### src/verilog/rv_exec_pkg.sv
package rv_exec_pkg;

  // ~~~~~~~~~~~~~~~~~~~~~~~~~~~~~~
  // Widths
  // ~~~~~~~~~~~~~~~~~~~~~~~~~~~~~~

  typedef logic [31:0] xlen_t;
  typedef logic [4:0]  reg_addr_t;
  typedef logic [4:0]  shamt_t;

  // Major opcodes and funct7 values handled by the decoder.
  localparam logic [6:0] OPC_OP     = 7'b0110011;
  localparam logic [6:0] OPC_OP_IMM = 7'b0010011;
  localparam logic [6:0] OPC_LUI    = 7'b0110111;

  localparam logic [6:0] F7_BASE    = 7'b0000000;
  localparam logic [6:0] F7_ALT     = 7'b0100000;
  localparam logic [6:0] F7_MULDIV  = 7'b0000001;

  // ~~~~~~~~~~~~~~~~~~~~~~~~~~~~~~
  // Operations
  // ~~~~~~~~~~~~~~~~~~~~~~~~~~~~~~

  typedef enum logic [4:0] {
    ADD,
    SUB,
    SLL,
    SLT,
    SLTU,
    XOR,
    SRL,
    SRA,
    OR,
    AND,
    MUL,
    MULH,
    MULHSU,
    MULHU,
    DIV,
    DIVU,
    REM,
    REMU
  } alu_op_t;

  typedef struct packed {
    alu_op_t   op;
    reg_addr_t rd;
    reg_addr_t rs1;
    reg_addr_t rs2;
    xlen_t     imm;
    logic      use_imm;
    logic      is_lui;
    logic      writes_rd;
    logic      is_muldiv;
    logic      illegal;
  } decoded_t;

  typedef enum logic [1:0] {
    IDLE,
    MULTIPLY,
    DIVIDE,
    FINISH
  } md_state_t;

endpackage

### src/verilog/rv_decode.sv
`timescale 1ns/100ps

module rv_decode (
  input  rv_exec_pkg::xlen_t    instr,
  output rv_exec_pkg::decoded_t dec
);
  import rv_exec_pkg::*;

  logic [6:0] opcode;
  logic [6:0] funct7;
  logic [2:0] funct3;
  shamt_t     shamt;

  assign opcode = instr[6:0];
  assign funct3 = instr[14:12];
  assign funct7 = instr[31:25];
  assign shamt  = instr[24:20];

  always_comb begin
    dec           = '0;
    dec.op        = ADD;
    dec.rd        = instr[11:7];
    dec.rs1       = instr[19:15];
    dec.rs2       = instr[24:20];
    dec.writes_rd = 1'b1;

    case (opcode)
      OPC_OP: begin
        case (funct7)
          F7_BASE: begin
            case (funct3)
              3'b000:  dec.op = ADD;
              3'b001:  dec.op = SLL;
              3'b010:  dec.op = SLT;
              3'b011:  dec.op = SLTU;
              3'b100:  dec.op = XOR;
              3'b101:  dec.op = SRL;
              3'b110:  dec.op = OR;
              default: dec.op = AND;
            endcase
          end
          F7_ALT: begin
            if (funct3 == 3'b000) begin
              dec.op = SUB;
            end else if (funct3 == 3'b101) begin
              dec.op = SRA;
            end else begin
              dec.illegal = 1'b1;
            end
          end
          F7_MULDIV: begin
            dec.is_muldiv = 1'b1;
            case (funct3)
              3'b000:  dec.op = MUL;
              3'b001:  dec.op = MULH;
              3'b010:  dec.op = MULHSU;
              3'b011:  dec.op = MULHU;
              3'b100:  dec.op = DIV;
              3'b101:  dec.op = DIVU;
              3'b110:  dec.op = REM;
              default: dec.op = REMU;
            endcase
          end
          default: dec.illegal = 1'b1;
        endcase
      end

      OPC_OP_IMM: begin
        dec.use_imm = 1'b1;
        dec.imm     = {{20{instr[31]}}, instr[31:20]};
        case (funct3)
          3'b000: dec.op = ADD;
          3'b010: dec.op = SLT;
          3'b011: dec.op = SLTU;
          3'b100: dec.op = XOR;
          3'b110: dec.op = OR;
          3'b111: dec.op = AND;
          3'b001: begin
            dec.op      = SLL;
            dec.imm     = {27'b0, shamt};
            dec.illegal = (funct7 != F7_BASE);
          end
          default: begin
            // Right shifts pick logical or arithmetic from the upper immediate bits.
            dec.imm     = {27'b0, shamt};
            dec.op      = (funct7 == F7_ALT) ? SRA : SRL;
            dec.illegal = (funct7 != F7_BASE) && (funct7 != F7_ALT);
          end
        endcase
      end

      OPC_LUI: begin
        dec.is_lui  = 1'b1;
        dec.use_imm = 1'b1;
        dec.imm     = {instr[31:12], 12'b0};
      end

      default: dec.illegal = 1'b1;
    endcase

    if (dec.illegal) begin
      dec.writes_rd = 1'b0;
    end
  end

endmodule

### src/verilog/reg_file.sv
`timescale 1ns/100ps

module reg_file (
  input  logic                   clk,
  input  logic                   we,
  input  rv_exec_pkg::reg_addr_t waddr,
  input  rv_exec_pkg::xlen_t     wdata,
  input  rv_exec_pkg::reg_addr_t raddr1,
  input  rv_exec_pkg::reg_addr_t raddr2,
  output rv_exec_pkg::xlen_t     rdata1,
  output rv_exec_pkg::xlen_t     rdata2
);
  import rv_exec_pkg::*;

  // Only x1 to x31 are stored. x0 is a constant zero.
  xlen_t regs [1:31];

  always_ff @(posedge clk) begin
    if (we && (waddr != '0)) begin
      regs[waddr] <= wdata;
    end
  end

  // Reads see the contents before a write in the same cycle.
  assign rdata1 = (raddr1 == '0) ? '0 : regs[raddr1];
  assign rdata2 = (raddr2 == '0) ? '0 : regs[raddr2];

endmodule

### src/verilog/alu.sv
`timescale 1ns/100ps

module alu (
  input  rv_exec_pkg::alu_op_t op,
  input  rv_exec_pkg::xlen_t   a,
  input  rv_exec_pkg::xlen_t   b,
  output rv_exec_pkg::xlen_t   y
);
  import rv_exec_pkg::*;

  shamt_t shamt;
  logic   lt_signed;
  logic   lt_unsigned;

  assign shamt       = b[4:0];
  assign lt_signed   = $signed(a) < $signed(b);
  assign lt_unsigned = a < b;

  always_comb begin
    case (op)
      ADD:     y = a + b;
      SUB:     y = a - b;
      SLL:     y = a << shamt;
      SLT:     y = {31'b0, lt_signed};
      SLTU:    y = {31'b0, lt_unsigned};
      XOR:     y = a ^ b;
      SRL:     y = a >> shamt;
      SRA:     y = $signed(a) >>> shamt;
      OR:      y = a | b;
      AND:     y = a & b;
      // Multiply and divide results come from mul_div.
      default: y = '0;
    endcase
  end

endmodule

### src/verilog/mul_div.sv
`timescale 1ns/100ps

module mul_div (
  input  logic                 clk,
  input  logic                 rst,
  input  logic                 start,
  input  rv_exec_pkg::alu_op_t op,
  input  rv_exec_pkg::xlen_t   a,
  input  rv_exec_pkg::xlen_t   b,
  output logic                 done,
  output rv_exec_pkg::xlen_t   result
);
  import rv_exec_pkg::*;

  md_state_t   state;
  alu_op_t     op_q;
  logic [6:0]  count;

  logic [63:0] mcand;
  logic [63:0] mplier;
  logic [63:0] prod;

  logic [64:0] quo;
  xlen_t       rem;
  xlen_t       dvsr;
  logic [32:0] rem_shift;
  logic [32:0] rem_diff;

  xlen_t       a_q;
  xlen_t       a_mag;
  xlen_t       b_mag;
  xlen_t       quo_fix;
  xlen_t       rem_fix;
  xlen_t       res_q;
  logic        signed_div;
  logic        is_mul_op;
  logic        a_neg;
  logic        q_neg;
  logic        div_zero;
  logic        div_ovf;

  assign is_mul_op  = op inside {MUL, MULH, MULHSU, MULHU};
  assign signed_div = op inside {DIV, REM};
  assign a_mag      = (signed_div && a[31]) ? -a : a;
  assign b_mag      = (signed_div && b[31]) ? -b : b;

  // Each restoring step brings in the next dividend bit and tries the divisor.
  assign rem_shift = {rem, quo[64]};
  assign rem_diff  = rem_shift - {1'b0, dvsr};

  assign quo_fix = q_neg ? -quo[31:0] : quo[31:0];
  assign rem_fix = a_neg ? -rem : rem;

  // ~~~~~~~~~~~~~~~~~~~~~~~~~~~~~~
  // Control
  // ~~~~~~~~~~~~~~~~~~~~~~~~~~~~~~

  always_ff @(posedge clk) begin
    if (rst) begin
      state <= IDLE;
      count <= '0;
    end else begin
      case (state)
        IDLE: begin
          if (start) begin
            state <= is_mul_op ? MULTIPLY : DIVIDE;
            if (op == MUL) begin
              count <= 7'd32;
            end else if (is_mul_op) begin
              count <= 7'd64;
            end else begin
              count <= 7'd65;
            end
          end
        end
        MULTIPLY: begin
          if (count != '0) begin
            count <= count - 7'd1;
          end else begin
            state <= IDLE;
          end
        end
        DIVIDE: begin
          if (count != '0) begin
            count <= count - 7'd1;
          end else begin
            state <= FINISH;
          end
        end
        default: state <= IDLE;
      endcase
    end
  end

  // ~~~~~~~~~~~~~~~~~~~~~~~~~~~~~~
  // Datapath
  // ~~~~~~~~~~~~~~~~~~~~~~~~~~~~~~

  always_ff @(posedge clk) begin
    case (state)
      IDLE: begin
        if (start) begin
          op_q <= op;
          a_q  <= a;
          prod <= '0;
          // High-word forms need the operands sign extended to 64 bits.
          mcand  <= (op == MULH || op == MULHSU) ? {{32{a[31]}}, a} : {32'b0, a};
          mplier <= (op == MULH) ? {{32{b[31]}}, b} : {32'b0, b};
          quo      <= {33'b0, a_mag};
          rem      <= '0;
          dvsr     <= b_mag;
          a_neg    <= signed_div && a[31];
          q_neg    <= signed_div && (a[31] ^ b[31]);
          div_zero <= (b == '0);
          div_ovf  <= signed_div && (a == 32'h8000_0000) && (b == '1);
        end
      end
      MULTIPLY: begin
        if (count != '0) begin
          if (mplier[0]) begin
            prod <= prod + mcand;
          end
          mcand  <= mcand << 1;
          mplier <= mplier >> 1;
        end
      end
      DIVIDE: begin
        if (count != '0) begin
          if (!rem_diff[32]) begin
            rem <= rem_diff[31:0];
            quo <= {quo[63:0], 1'b1};
          end else begin
            rem <= rem_shift[31:0];
            quo <= {quo[63:0], 1'b0};
          end
        end else begin
          case (op_q)
            DIV:     res_q <= div_zero ? '1 : (div_ovf ? a_q : quo_fix);
            DIVU:    res_q <= div_zero ? '1 : quo[31:0];
            REM:     res_q <= div_zero ? a_q : (div_ovf ? '0 : rem_fix);
            default: res_q <= div_zero ? a_q : rem;
          endcase
        end
      end
      default: ;
    endcase
  end

  assign done   = ((state == MULTIPLY) && (count == '0)) || (state == FINISH);
  assign result = (state == FINISH) ? res_q :
                  (op_q == MUL)     ? prod[31:0] : prod[63:32];

  start_only_when_idle : assert property (@(posedge clk) disable iff (rst)
    start |-> (state == IDLE));

  done_single_pulse : assert property (@(posedge clk) disable iff (rst)
    done |=> !done);

endmodule

### src/verilog/exec_core.sv
`timescale 1ns/100ps

module exec_core #(
  parameter bit BYPASS_EN = 1'b1
) (
  input  logic                   clk,
  input  logic                   rst,
  input  logic                   instr_valid,
  input  rv_exec_pkg::xlen_t     instr,
  output logic                   busy,
  output logic                   wb_valid,
  output rv_exec_pkg::reg_addr_t wb_rd,
  output rv_exec_pkg::xlen_t     wb_data,
  output logic                   illegal
);
  import rv_exec_pkg::*;

  typedef struct packed {
    decoded_t dec;
    xlen_t    rs1_val;
    xlen_t    rs2_val;
  } issue_t;

  decoded_t  dec;
  issue_t    iss;
  logic      iss_valid;
  logic      accept;
  logic      wb_live;
  xlen_t     rdata1;
  xlen_t     rdata2;
  xlen_t     fwd1;
  xlen_t     fwd2;
  xlen_t     op_a;
  xlen_t     op_b;
  xlen_t     alu_y;
  xlen_t     md_result;
  logic      md_start;
  logic      md_done;
  logic      md_busy;
  reg_addr_t md_rd;

  rv_decode u_decode (.instr(instr), .dec(dec));

  reg_file u_regs (
    .clk    (clk),
    .we     (wb_valid),
    .waddr  (wb_rd),
    .wdata  (wb_data),
    .raddr1 (dec.rs1),
    .raddr2 (dec.rs2),
    .rdata1 (rdata1),
    .rdata2 (rdata2)
  );

  assign accept  = instr_valid && !busy;
  assign wb_live = wb_valid && (wb_rd != '0);

  // ~~~~~~~~~~~~~~~~~~~~~~~~~~~~~~
  // Issue stage
  // ~~~~~~~~~~~~~~~~~~~~~~~~~~~~~~

  // The register file still shows the old word during its own write cycle.
  always_ff @(posedge clk) begin
    if (accept) begin
      iss.dec     <= dec;
      iss.rs1_val <= (wb_live && (wb_rd == dec.rs1)) ? wb_data : rdata1;
      iss.rs2_val <= (wb_live && (wb_rd == dec.rs2)) ? wb_data : rdata2;
    end
  end

  // ~~~~~~~~~~~~~~~~~~~~~~~~~~~~~~
  // Execute stage
  // ~~~~~~~~~~~~~~~~~~~~~~~~~~~~~~

  assign fwd1 = (BYPASS_EN && wb_live && (wb_rd == iss.dec.rs1)) ? wb_data : iss.rs1_val;
  assign fwd2 = (BYPASS_EN && wb_live && (wb_rd == iss.dec.rs2)) ? wb_data : iss.rs2_val;
  assign op_a = iss.dec.is_lui ? '0 : fwd1;
  assign op_b = iss.dec.use_imm ? iss.dec.imm : fwd2;

  alu u_alu (.op(iss.dec.op), .a(op_a), .b(op_b), .y(alu_y));

  assign md_start = iss_valid && iss.dec.is_muldiv;

  mul_div u_mul_div (
    .clk    (clk),
    .rst    (rst),
    .start  (md_start),
    .op     (iss.dec.op),
    .a      (op_a),
    .b      (op_b),
    .done   (md_done),
    .result (md_result)
  );

  // Busy covers the start cycle and every cycle up to the done pulse.
  assign busy = md_start || (md_busy && !md_done);

  always_ff @(posedge clk) begin
    if (rst) begin
      iss_valid <= 1'b0;
      wb_valid  <= 1'b0;
      illegal   <= 1'b0;
      md_busy   <= 1'b0;
    end else begin
      iss_valid <= accept;
      wb_valid  <= md_done || (iss_valid && iss.dec.writes_rd && !iss.dec.is_muldiv);
      illegal   <= iss_valid && iss.dec.illegal;
      if (md_start) begin
        md_busy <= 1'b1;
      end else if (md_done) begin
        md_busy <= 1'b0;
      end
    end
  end

  always_ff @(posedge clk) begin
    if (md_start) begin
      md_rd <= iss.dec.rd;
    end
    if (md_done) begin
      wb_rd   <= md_rd;
      wb_data <= md_result;
    end else begin
      wb_rd   <= iss.dec.rd;
      wb_data <= alu_y;
    end
  end

  no_issue_while_busy : assert property (@(posedge clk) disable iff (rst)
    busy |-> !instr_valid);

endmodule

### config.mk
export PLATFORM = sky130hd
export DESIGN_NAME = exec_core
export DESIGN_NICKNAME = d
export VERILOG_FILES = /design/src/verilog/rv_exec_pkg.sv /design/src/verilog/rv_decode.sv /design/src/verilog/reg_file.sv /design/src/verilog/alu.sv /design/src/verilog/mul_div.sv /design/src/verilog/exec_core.sv
export SDC_FILE = /design/constraint.sdc
export NUM_CORES = 2
export LEC_CHECK = 0
export CORE_MARGIN = 2
export CORE_UTILIZATION = 55
export DETAILED_ROUTE_END_ITERATION = 7
export DONT_BUFFER_PORTS = 1
export PLACE_DENSITY = 0.69
export SLEW_MARGIN = 25
export SYNTH_ARGS = -nofsm -noshare
export SYNTH_HDL_FRONTEND = slang
export SYNTH_SLANG_ARGS = --single-unit
### constraint.sdc
create_clock -name clk -period 15.9 [get_ports clk]
set_clock_uncertainty 0.1 [all_clocks]
set_input_delay 1.59 -clock clk [delete_from_list [all_inputs] [get_ports clk]]
set_output_delay 1.59 -clock clk [all_outputs]
set_load 0.02 [all_outputs]
After elaboration in Yosys (flattened, before gate mapping) --
Memory sizes are Yosys's and may differ from the RTL's. Index checks and enable logic that the tools add are counted.
Storage, ports and cells: memories kept 1, logic and storage cells 230, bits in writable memories 992, input bits 35, bits in registers 570
Cells by class: reductions and logical operators 52, shifts and indexed selects 3, eq/ne operators 48, bitwise logic cells 5, multiplexer cells 76, add/sub/neg operators 9, order comparisons 2
Memory list:
- u_regs.regs | depth 31, width 32, rd ports 2, clocked after Yosys merged registers in 0, wr ports 1, line reg_file.sv:16 | xlen_t regs [1:31];
Operators by type and width (number):
- 32-bit 2-to-1 mux | 25
- 64-bit 2-to-1 mux | 9
- 64-bit one-hot mux with 2 select lines | 3
- 32-bit one-hot mux with 10 select lines | 1
- 65-bit 2-to-1 mux | 2
- 65-bit one-hot mux with 2 select lines | 1
- 32-bit negation | 4
- 32-bit one-hot mux with 3 select lines | 1
- 5-bit one-hot mux with 7 select lines | 2
- 33-bit one-hot mux with 2 select lines | 1
- 64-bit adder | 1
- 32-bit == test, second input constant | 2
- 32-bit < comparator | 2
- 32-bit one-hot mux with 2 select lines | 1
- 5-bit by 4-bit == test with 1-bit output, second input constant | 10
- 33-bit by 32-bit subtractor with 33-bit output | 1
- 32-bit adder | 1
- 32-bit bitwise AND | 1
- 32-bit zero test | 1
- 32-bit OR | 1
- 32-bit by 5-bit left shift with 32-bit output | 1
- 32-bit by 5-bit right shift with 32-bit output | 1
- 32-bit by 5-bit >>> shifter with 32-bit output | 1
- 32-bit subtractor | 1
- other kinds (48) | 121

Longest topological paths before layout --
depth after elaboration 9, depth in mapped cells 26

By module --
From an unflattened synthesis, not the netlist that was laid out.
Second synthesis, totals: cells, all modules 7290, area, all modules 90399.2 µm²
By module, submodules not included:
- reg_file | area each 46489.6 µm², cells an instance 2593, seq. area each 29788.6 µm², times used 1
- mul_div | area each 25876.1 µm², cells an instance 2633, seq. area each 12011.5 µm², times used 1
- alu | area each 9112.5 µm², cells an instance 1335, seq. area each 0.0 µm², times used 1
- exec_core | area each 8159.1 µm², cells an instance 610, seq. area each 4604.4 µm², times used 1
- rv_decode | area each 762.0 µm², cells an instance 119, seq. area each 0.0 µm², times used 1

Least setup slack after synthesis --
OpenSTA, ideal clock, no wires.
path kind register to register, from reg u_mul_div.state[1], to reg u_mul_div.prod[0] (enable), library setup time 583 ps, data required time 15217 ps, stages on the path, launching flop included 8, path slack 2827 ps, period minus slack after synthesis 13073 ps, buffers on the path 2, arrival time 12390 ps, path through dfxtp_1 -> inv_1 -> ha_1 -> clkbuf_1 -> clkbuf_1 -> o21ai_0 -> a21oi_1 -> a21boi_0
Between the ends: cells in the longest elaborated chain, start to end 3, elaborated cells on any way between the ends 7, classes of those cells eq/ne (4); reduce/logical (3)
RTL lines:
- start, declared | line mul_div.sv:15 | md_state_t state;
- start signal, assigned | line mul_div.sv:66 | state <= is_mul_op ? MULTIPLY : DIVIDE;
- 2-bit by 1-bit == test with 1-bit output or 2-bit zero test (tied branches) | line mul_div.sv:100 | case (state)
- 2-bit by 1-bit inequality test with 1-bit output (no line), or another cell as far along
- 4-bit AND reduction (no line) (*)
- end signal, assigned | line mul_div.sv:121 | prod <= prod + mcand;
- end, declared | line mul_div.sv:21 | logic [63:0] prod;
Mark *: on every way between the ends. The rest lies on a longest branch, timed or not. A chain may end at the register's enable or synchronous reset.

Final worst setup path --
from reg wb_rd[2], to reg wb_data[27]
Between the ends: cells in the longest elaborated chain, start to end 8, elaborated cells on any way between the ends 20, classes of those cells add/sub (2); eq/ne (2); shift (3); mux (6); bitwise (3); reduce/logical (4)
RTL lines:
- start, declared | line exec_core.sv:12 | output rv_exec_pkg::reg_addr_t wb_rd,
- start signal, assigned | line exec_core.sv:121 | wb_rd <= md_rd;
- start signal, assigned | line exec_core.sv:124 | wb_rd <= iss.dec.rd;
- 5-bit nonzero test | line exec_core.sv:56 | assign wb_live = wb_valid && (wb_rd != '0);
- 1-bit logical AND | line exec_core.sv:56
- 1-bit logical AND (on tied branches) | line exec_core.sv:75, exec_core.sv:76
- 32-bit 2-to-1 mux (on tied branches) | line exec_core.sv:75, exec_core.sv:76
- 32-bit 2-to-1 mux (on tied branches) | line exec_core.sv:77, exec_core.sv:78
- 32-bit subtractor, or another cell as far along | line alu.sv:22 | SUB: y = a - b;
- 32-bit one-hot mux with 10 select lines (*) | line alu.sv:20 | case (op)
- 32-bit 2-to-1 mux (*) | line exec_core.sv:120 | if (md_done) begin
- end signal, assigned | line exec_core.sv:122 | wb_data <= md_result;
- end signal, assigned | line exec_core.sv:125 | wb_data <= alu_y;
- end, declared | line exec_core.sv:13 | output rv_exec_pkg::xlen_t wb_data,
Marks and branches as above.

==> results.ini <==
[final_layout]
nNetsFinal=7011
layout.cells.most_common_list=sky130_fd_sc_hd__edfxtp_1 (1512), sky130_fd_sc_hd__o21ai_0 (512), sky130_fd_sc_hd__a21oi_1 (496)
synthToLayoutAreaGrowth_pct=9.37
fraction_of_layout_cells_with_a_size_suffix_above_1_pct=15.3
final_core_util_pct=60.4
layout.cells.most_common=sky130_fd_sc_hd__edfxtp_1

[synth]
number_of_synthesized_register_bits=1562
netlist_area_um2=87100
synth_enable_flop_cells=1512
yosysWarningCount=0
synth-seq-area-share_pct=53.3
synthDistinctLibCells=102
syn_inst=6916
synth_area_per_cell_um2=12.6
syn-num-nets=7159
most_used_flip_flop_cell_after_synthesis=sky130_fd_sc_hd__edfxtp_1
postSynth.asyncResetShare_pct=0

[timing]
report.final.slew_viol_count=0
final.setup.tns_ps=0
grt_setup_unrepaired=false
worst_pin_slew_ps=1150
setup_viol_count_final=0
timing.final.crit_share_pct=45.9
slew_headroom_pct=22.7
maxClockFrequency_mhz=137
period_needed_ps=7300
final.hold.worst_slack_ps=346
postLayoutSetupSlackWorst_ps=8600
report.final.hold_viol_count=0

[die]
core-area_um2=158000
initial_utilization_pct=55.2
row_count=146
die_y_um=402
die_width_um=402
io_pins=75
dieArea_um2=162000

[critical_path]
critPathLaunch=wb_rd[2]
critical_path.reg2reg.endpoint=wb_data[27]
ff2ff_setup_slack_ps=8600
critPathCapture=wb_data[27]
regToRegStartpoint=wb_rd[2]
worst-path-max-fanout=34
timing.critical_path.to_type=flip-flop
worst-endpoint-arrival_ps=7930
critPathLaunchType=flip-flop
reg2regPathDepth=19
critPathRequiredTime_ps=16530
timing_worst_setup_path_type=flip-flop to flip-flop

[clock_network]
htree_levels=4
clock_tree_from_tritoncts=built
cts_repair_resize_count=0
clkTransAtPathRegs_ps=60
clkSinkCount=1562
cts_bufs_inserted=168
cts-root-to-sink-buffers=3
postCtsHoldBufs=0
worst_skew_pair.late_latency_ps=840
clock_tree_root=sky130_fd_sc_hd__clkbuf_16
cts_setup_buffers=0

[power]
cellPowerDensity_nw_per_um2=110
p_total_mw=10.4
p_sw_share_pct=27.5
power.clock.fraction_pct=39.0
relative_contribution_of_sequential_cells_to_total_power_pct=45.8
power.static_leakage_nw=33.3
vdd_drop_max_v=0.000116
net-switching-power_mw=2.88
internal_power_mw=7.57
p_comb_share_pct=15.2

[route]
post_drt_wl_per_cell_um=34.5
wl_met1_um=114000
met2_routed_length_um=142000
drtAntennaViolNets=0
post_drt_via_cell_ratio=7.11
num_vias=63900
detailedRoute.firstPassIterationCount=8
totalWireLength_um=310000
top_layer_used=met5
dr_wl_met3_um=32200
drt_drc_violations_left=0
drt_iter0_markers=8706

[hold_path]
holdCritPathClass=flip-flop to flip-flop

[global_route]
grt_pass1_vias=61800
gr-usage-all-layers_pct=37.9
grt_remaining_overflow=0
antenna_found_initial=10
pin_count_of_the_biggest_net_entering_global_routing=334
grt_pass1_wl_um=442000

[run]
drv.max_cap_violation_count=0

[placement]
numPortBuffers=0
detailed_place_hpwl_um=197000
post-place-ws_ps=8830
gpl.final_weighted_congestion=1.03

[status]
run_status=complete, no violations

[area by class of cell]
cell class | instances | area [µm²]
Clock inverter | 106 | 1270
Inverter | 174 | 656
Fill cell | 12300 | 62600
Tap cell | 2072 | 2590
Multi-Input combinational cell | 4692 | 38600
Timing Repair Buffer | 170 | 1310
Clock buffer | 204 | 4430
Sequential cell | 1562 | 46400
Antenna cell | 5 | 12.5
[state kept, by name (all words and copies together) (netlist names), 2 cells and up]
signal / flops
u_mul_div.op_q: 5
u_mul_div.prod: 64
u_mul_div.mplier: 64
wb_data: 32
md_rd: 5
u_mul_div.dvsr: 32
iss: 121
u_regs.regs: 992
u_mul_div.count: 7
wb_rd: 5
u_mul_div.state: 2
u_mul_div.quo: 65
u_mul_div.mcand: 64
u_mul_div.res_q: 32
u_mul_div.rem: 32
u_mul_div.a_q: 32
[per-layer routing]
layer / global-route usage (%) / up-vias
met3: 8.38 / 897
met4: 22.6 / 12
met2: 58.8 / 3993
met5: 0 / -
li1: - / 26900
met1: 49.1 / 32100
[per-stage QoR]
step / cells / area [µm²]
6_report: 8985 / 95300
5_1_grt: 8980 / 95300
4_1_cts: 8979 / 95200
3_5_place_dp: 8669 / 89500
3_3_place_gp: 8669 / 89500
2_1_floorplan: 6916 / 87100
[power groups by stage]
stage / logic [mW] / registers [mW] / clock network (mW)
final: 1.59 / 4.78 / 4.07
after global routing: 1.67 / 4.78 / 4.27
after CTS: 1.54 / 4.78 / 4.11
after detailed placement: 1.53 / 4.86 / 0
after global placement: 1.53 / 4.86 / 0
after floorplan: 1.02 / 4.90 / 0
[cells in the mapped netlist, types with 29 or more instances]
| cell | count | area [µm²] |
|---|---|---|
| sky130_fd_sc_hd__o21bai_1 | 48 | 360 |
| sky130_fd_sc_hd__o31ai_1 | 30 | 225 |
| sky130_fd_sc_hd__edfxtp_1 | 1512 | 45400 |
| sky130_fd_sc_hd__xor2_1 | 44 | 385 |
| sky130_fd_sc_hd__a22oi_1 | 55 | 413 |
| sky130_fd_sc_hd__and3_1 | 29 | 181 |
| sky130_fd_sc_hd__a21o_1 | 167 | 1250 |
| sky130_fd_sc_hd__buf_1 | 78 | 293 |
| sky130_fd_sc_hd__nor2b_1 | 35 | 219 |
| sky130_fd_sc_hd__nand4_1 | 54 | 338 |
| sky130_fd_sc_hd__mux4_2 | 455 | 10200 |
| sky130_fd_sc_hd__mux2i_1 | 394 | 3940 |
| sky130_fd_sc_hd__inv_1 | 167 | 627 |
| sky130_fd_sc_hd__o211ai_1 | 45 | 338 |
| sky130_fd_sc_hd__clkbuf_1 | 367 | 1380 |
| sky130_fd_sc_hd__ha_1 | 204 | 2550 |
| sky130_fd_sc_hd__a21oi_1 | 502 | 2510 |
| sky130_fd_sc_hd__dfxtp_1 | 50 | 1000 |
| sky130_fd_sc_hd__nand3_1 | 99 | 495 |
| sky130_fd_sc_hd__o21ai_0 | 512 | 2560 |
| sky130_fd_sc_hd__buf_2 | 38 | 190 |
| sky130_fd_sc_hd__mux2_2 | 54 | 608 |
| sky130_fd_sc_hd__and2_1 | 108 | 676 |
| sky130_fd_sc_hd__o22ai_1 | 50 | 313 |
| sky130_fd_sc_hd__nor3_1 | 111 | 556 |
| sky130_fd_sc_hd__nand2_1 | 444 | 1670 |
| sky130_fd_sc_hd__nor2_1 | 436 | 1640 |
| sky130_fd_sc_hd__a211oi_1 | 66 | 495 |
| sky130_fd_sc_hd__a221oi_1 | 79 | 692 |
| sky130_fd_sc_hd__nand2b_1 | 47 | 294 |
| sky130_fd_sc_hd__xnor2_1 | 158 | 1380 |
| sky130_fd_sc_hd__a31oi_1 | 55 | 344 |
[how the worst min path moves through the flow]
stage | from | endpoint | slack [ps] | depth (start not counted)
floorplan | iss_valid | illegal | 320 | 2
global placement | iss[115] | md_rd[4] | 330 | 0
finish | iss_valid | illegal | 350 | 2
detailed placement | iss[115] | md_rd[4] | 340 | 0
CTS | iss_valid | illegal | 350 | 2
global route | iss[115] | md_rd[4] | 360 | 0
[cell families (layout without fill, tap and decap cells)]
family / Yosys count / after routing / share of synthesized area (%)
simple gates: 1500 / 1500 / 8.15
buf+inv: 662 / 654 / 2.94
xor+xnor: 202 / 202 / 2.03
mux: 903 / 903 / 17.0
flops: 1562 / 1562 / 53.3
other cells: 0 / 5 / 0
compound gates: 1879 / 1879 / 13.6
fa+ha+maj: 208 / 208 / 3.02
[critical path, cell delays in order (launching register included)]
cell and delay (ps):
sky130_fd_sc_hd__dfxtp_1 730, sky130_fd_sc_hd__or3_1 510, sky130_fd_sc_hd__o211a_1 540, sky130_fd_sc_hd__nand2_2 110, sky130_fd_sc_hd__mux2i_1 180, sky130_fd_sc_hd__o21a_2 650, sky130_fd_sc_hd__buf_4 530, sky130_fd_sc_hd__ha_1 390
sky130_fd_sc_hd__nor2b_1 160, sky130_fd_sc_hd__a221o_1 390, sky130_fd_sc_hd__a22o_1 260, sky130_fd_sc_hd__and3_1 190, sky130_fd_sc_hd__a311o_1 460, sky130_fd_sc_hd__a41o_1 340, sky130_fd_sc_hd__a311oi_2 590, sky130_fd_sc_hd__o21ai_1 240
sky130_fd_sc_hd__o22a_1 300, sky130_fd_sc_hd__o21ai_0 180, sky130_fd_sc_hd__nand3_1 100, sky130_fd_sc_hd__a32oi_1 220
Note: power is estimated with default switching activity, not from simulation.
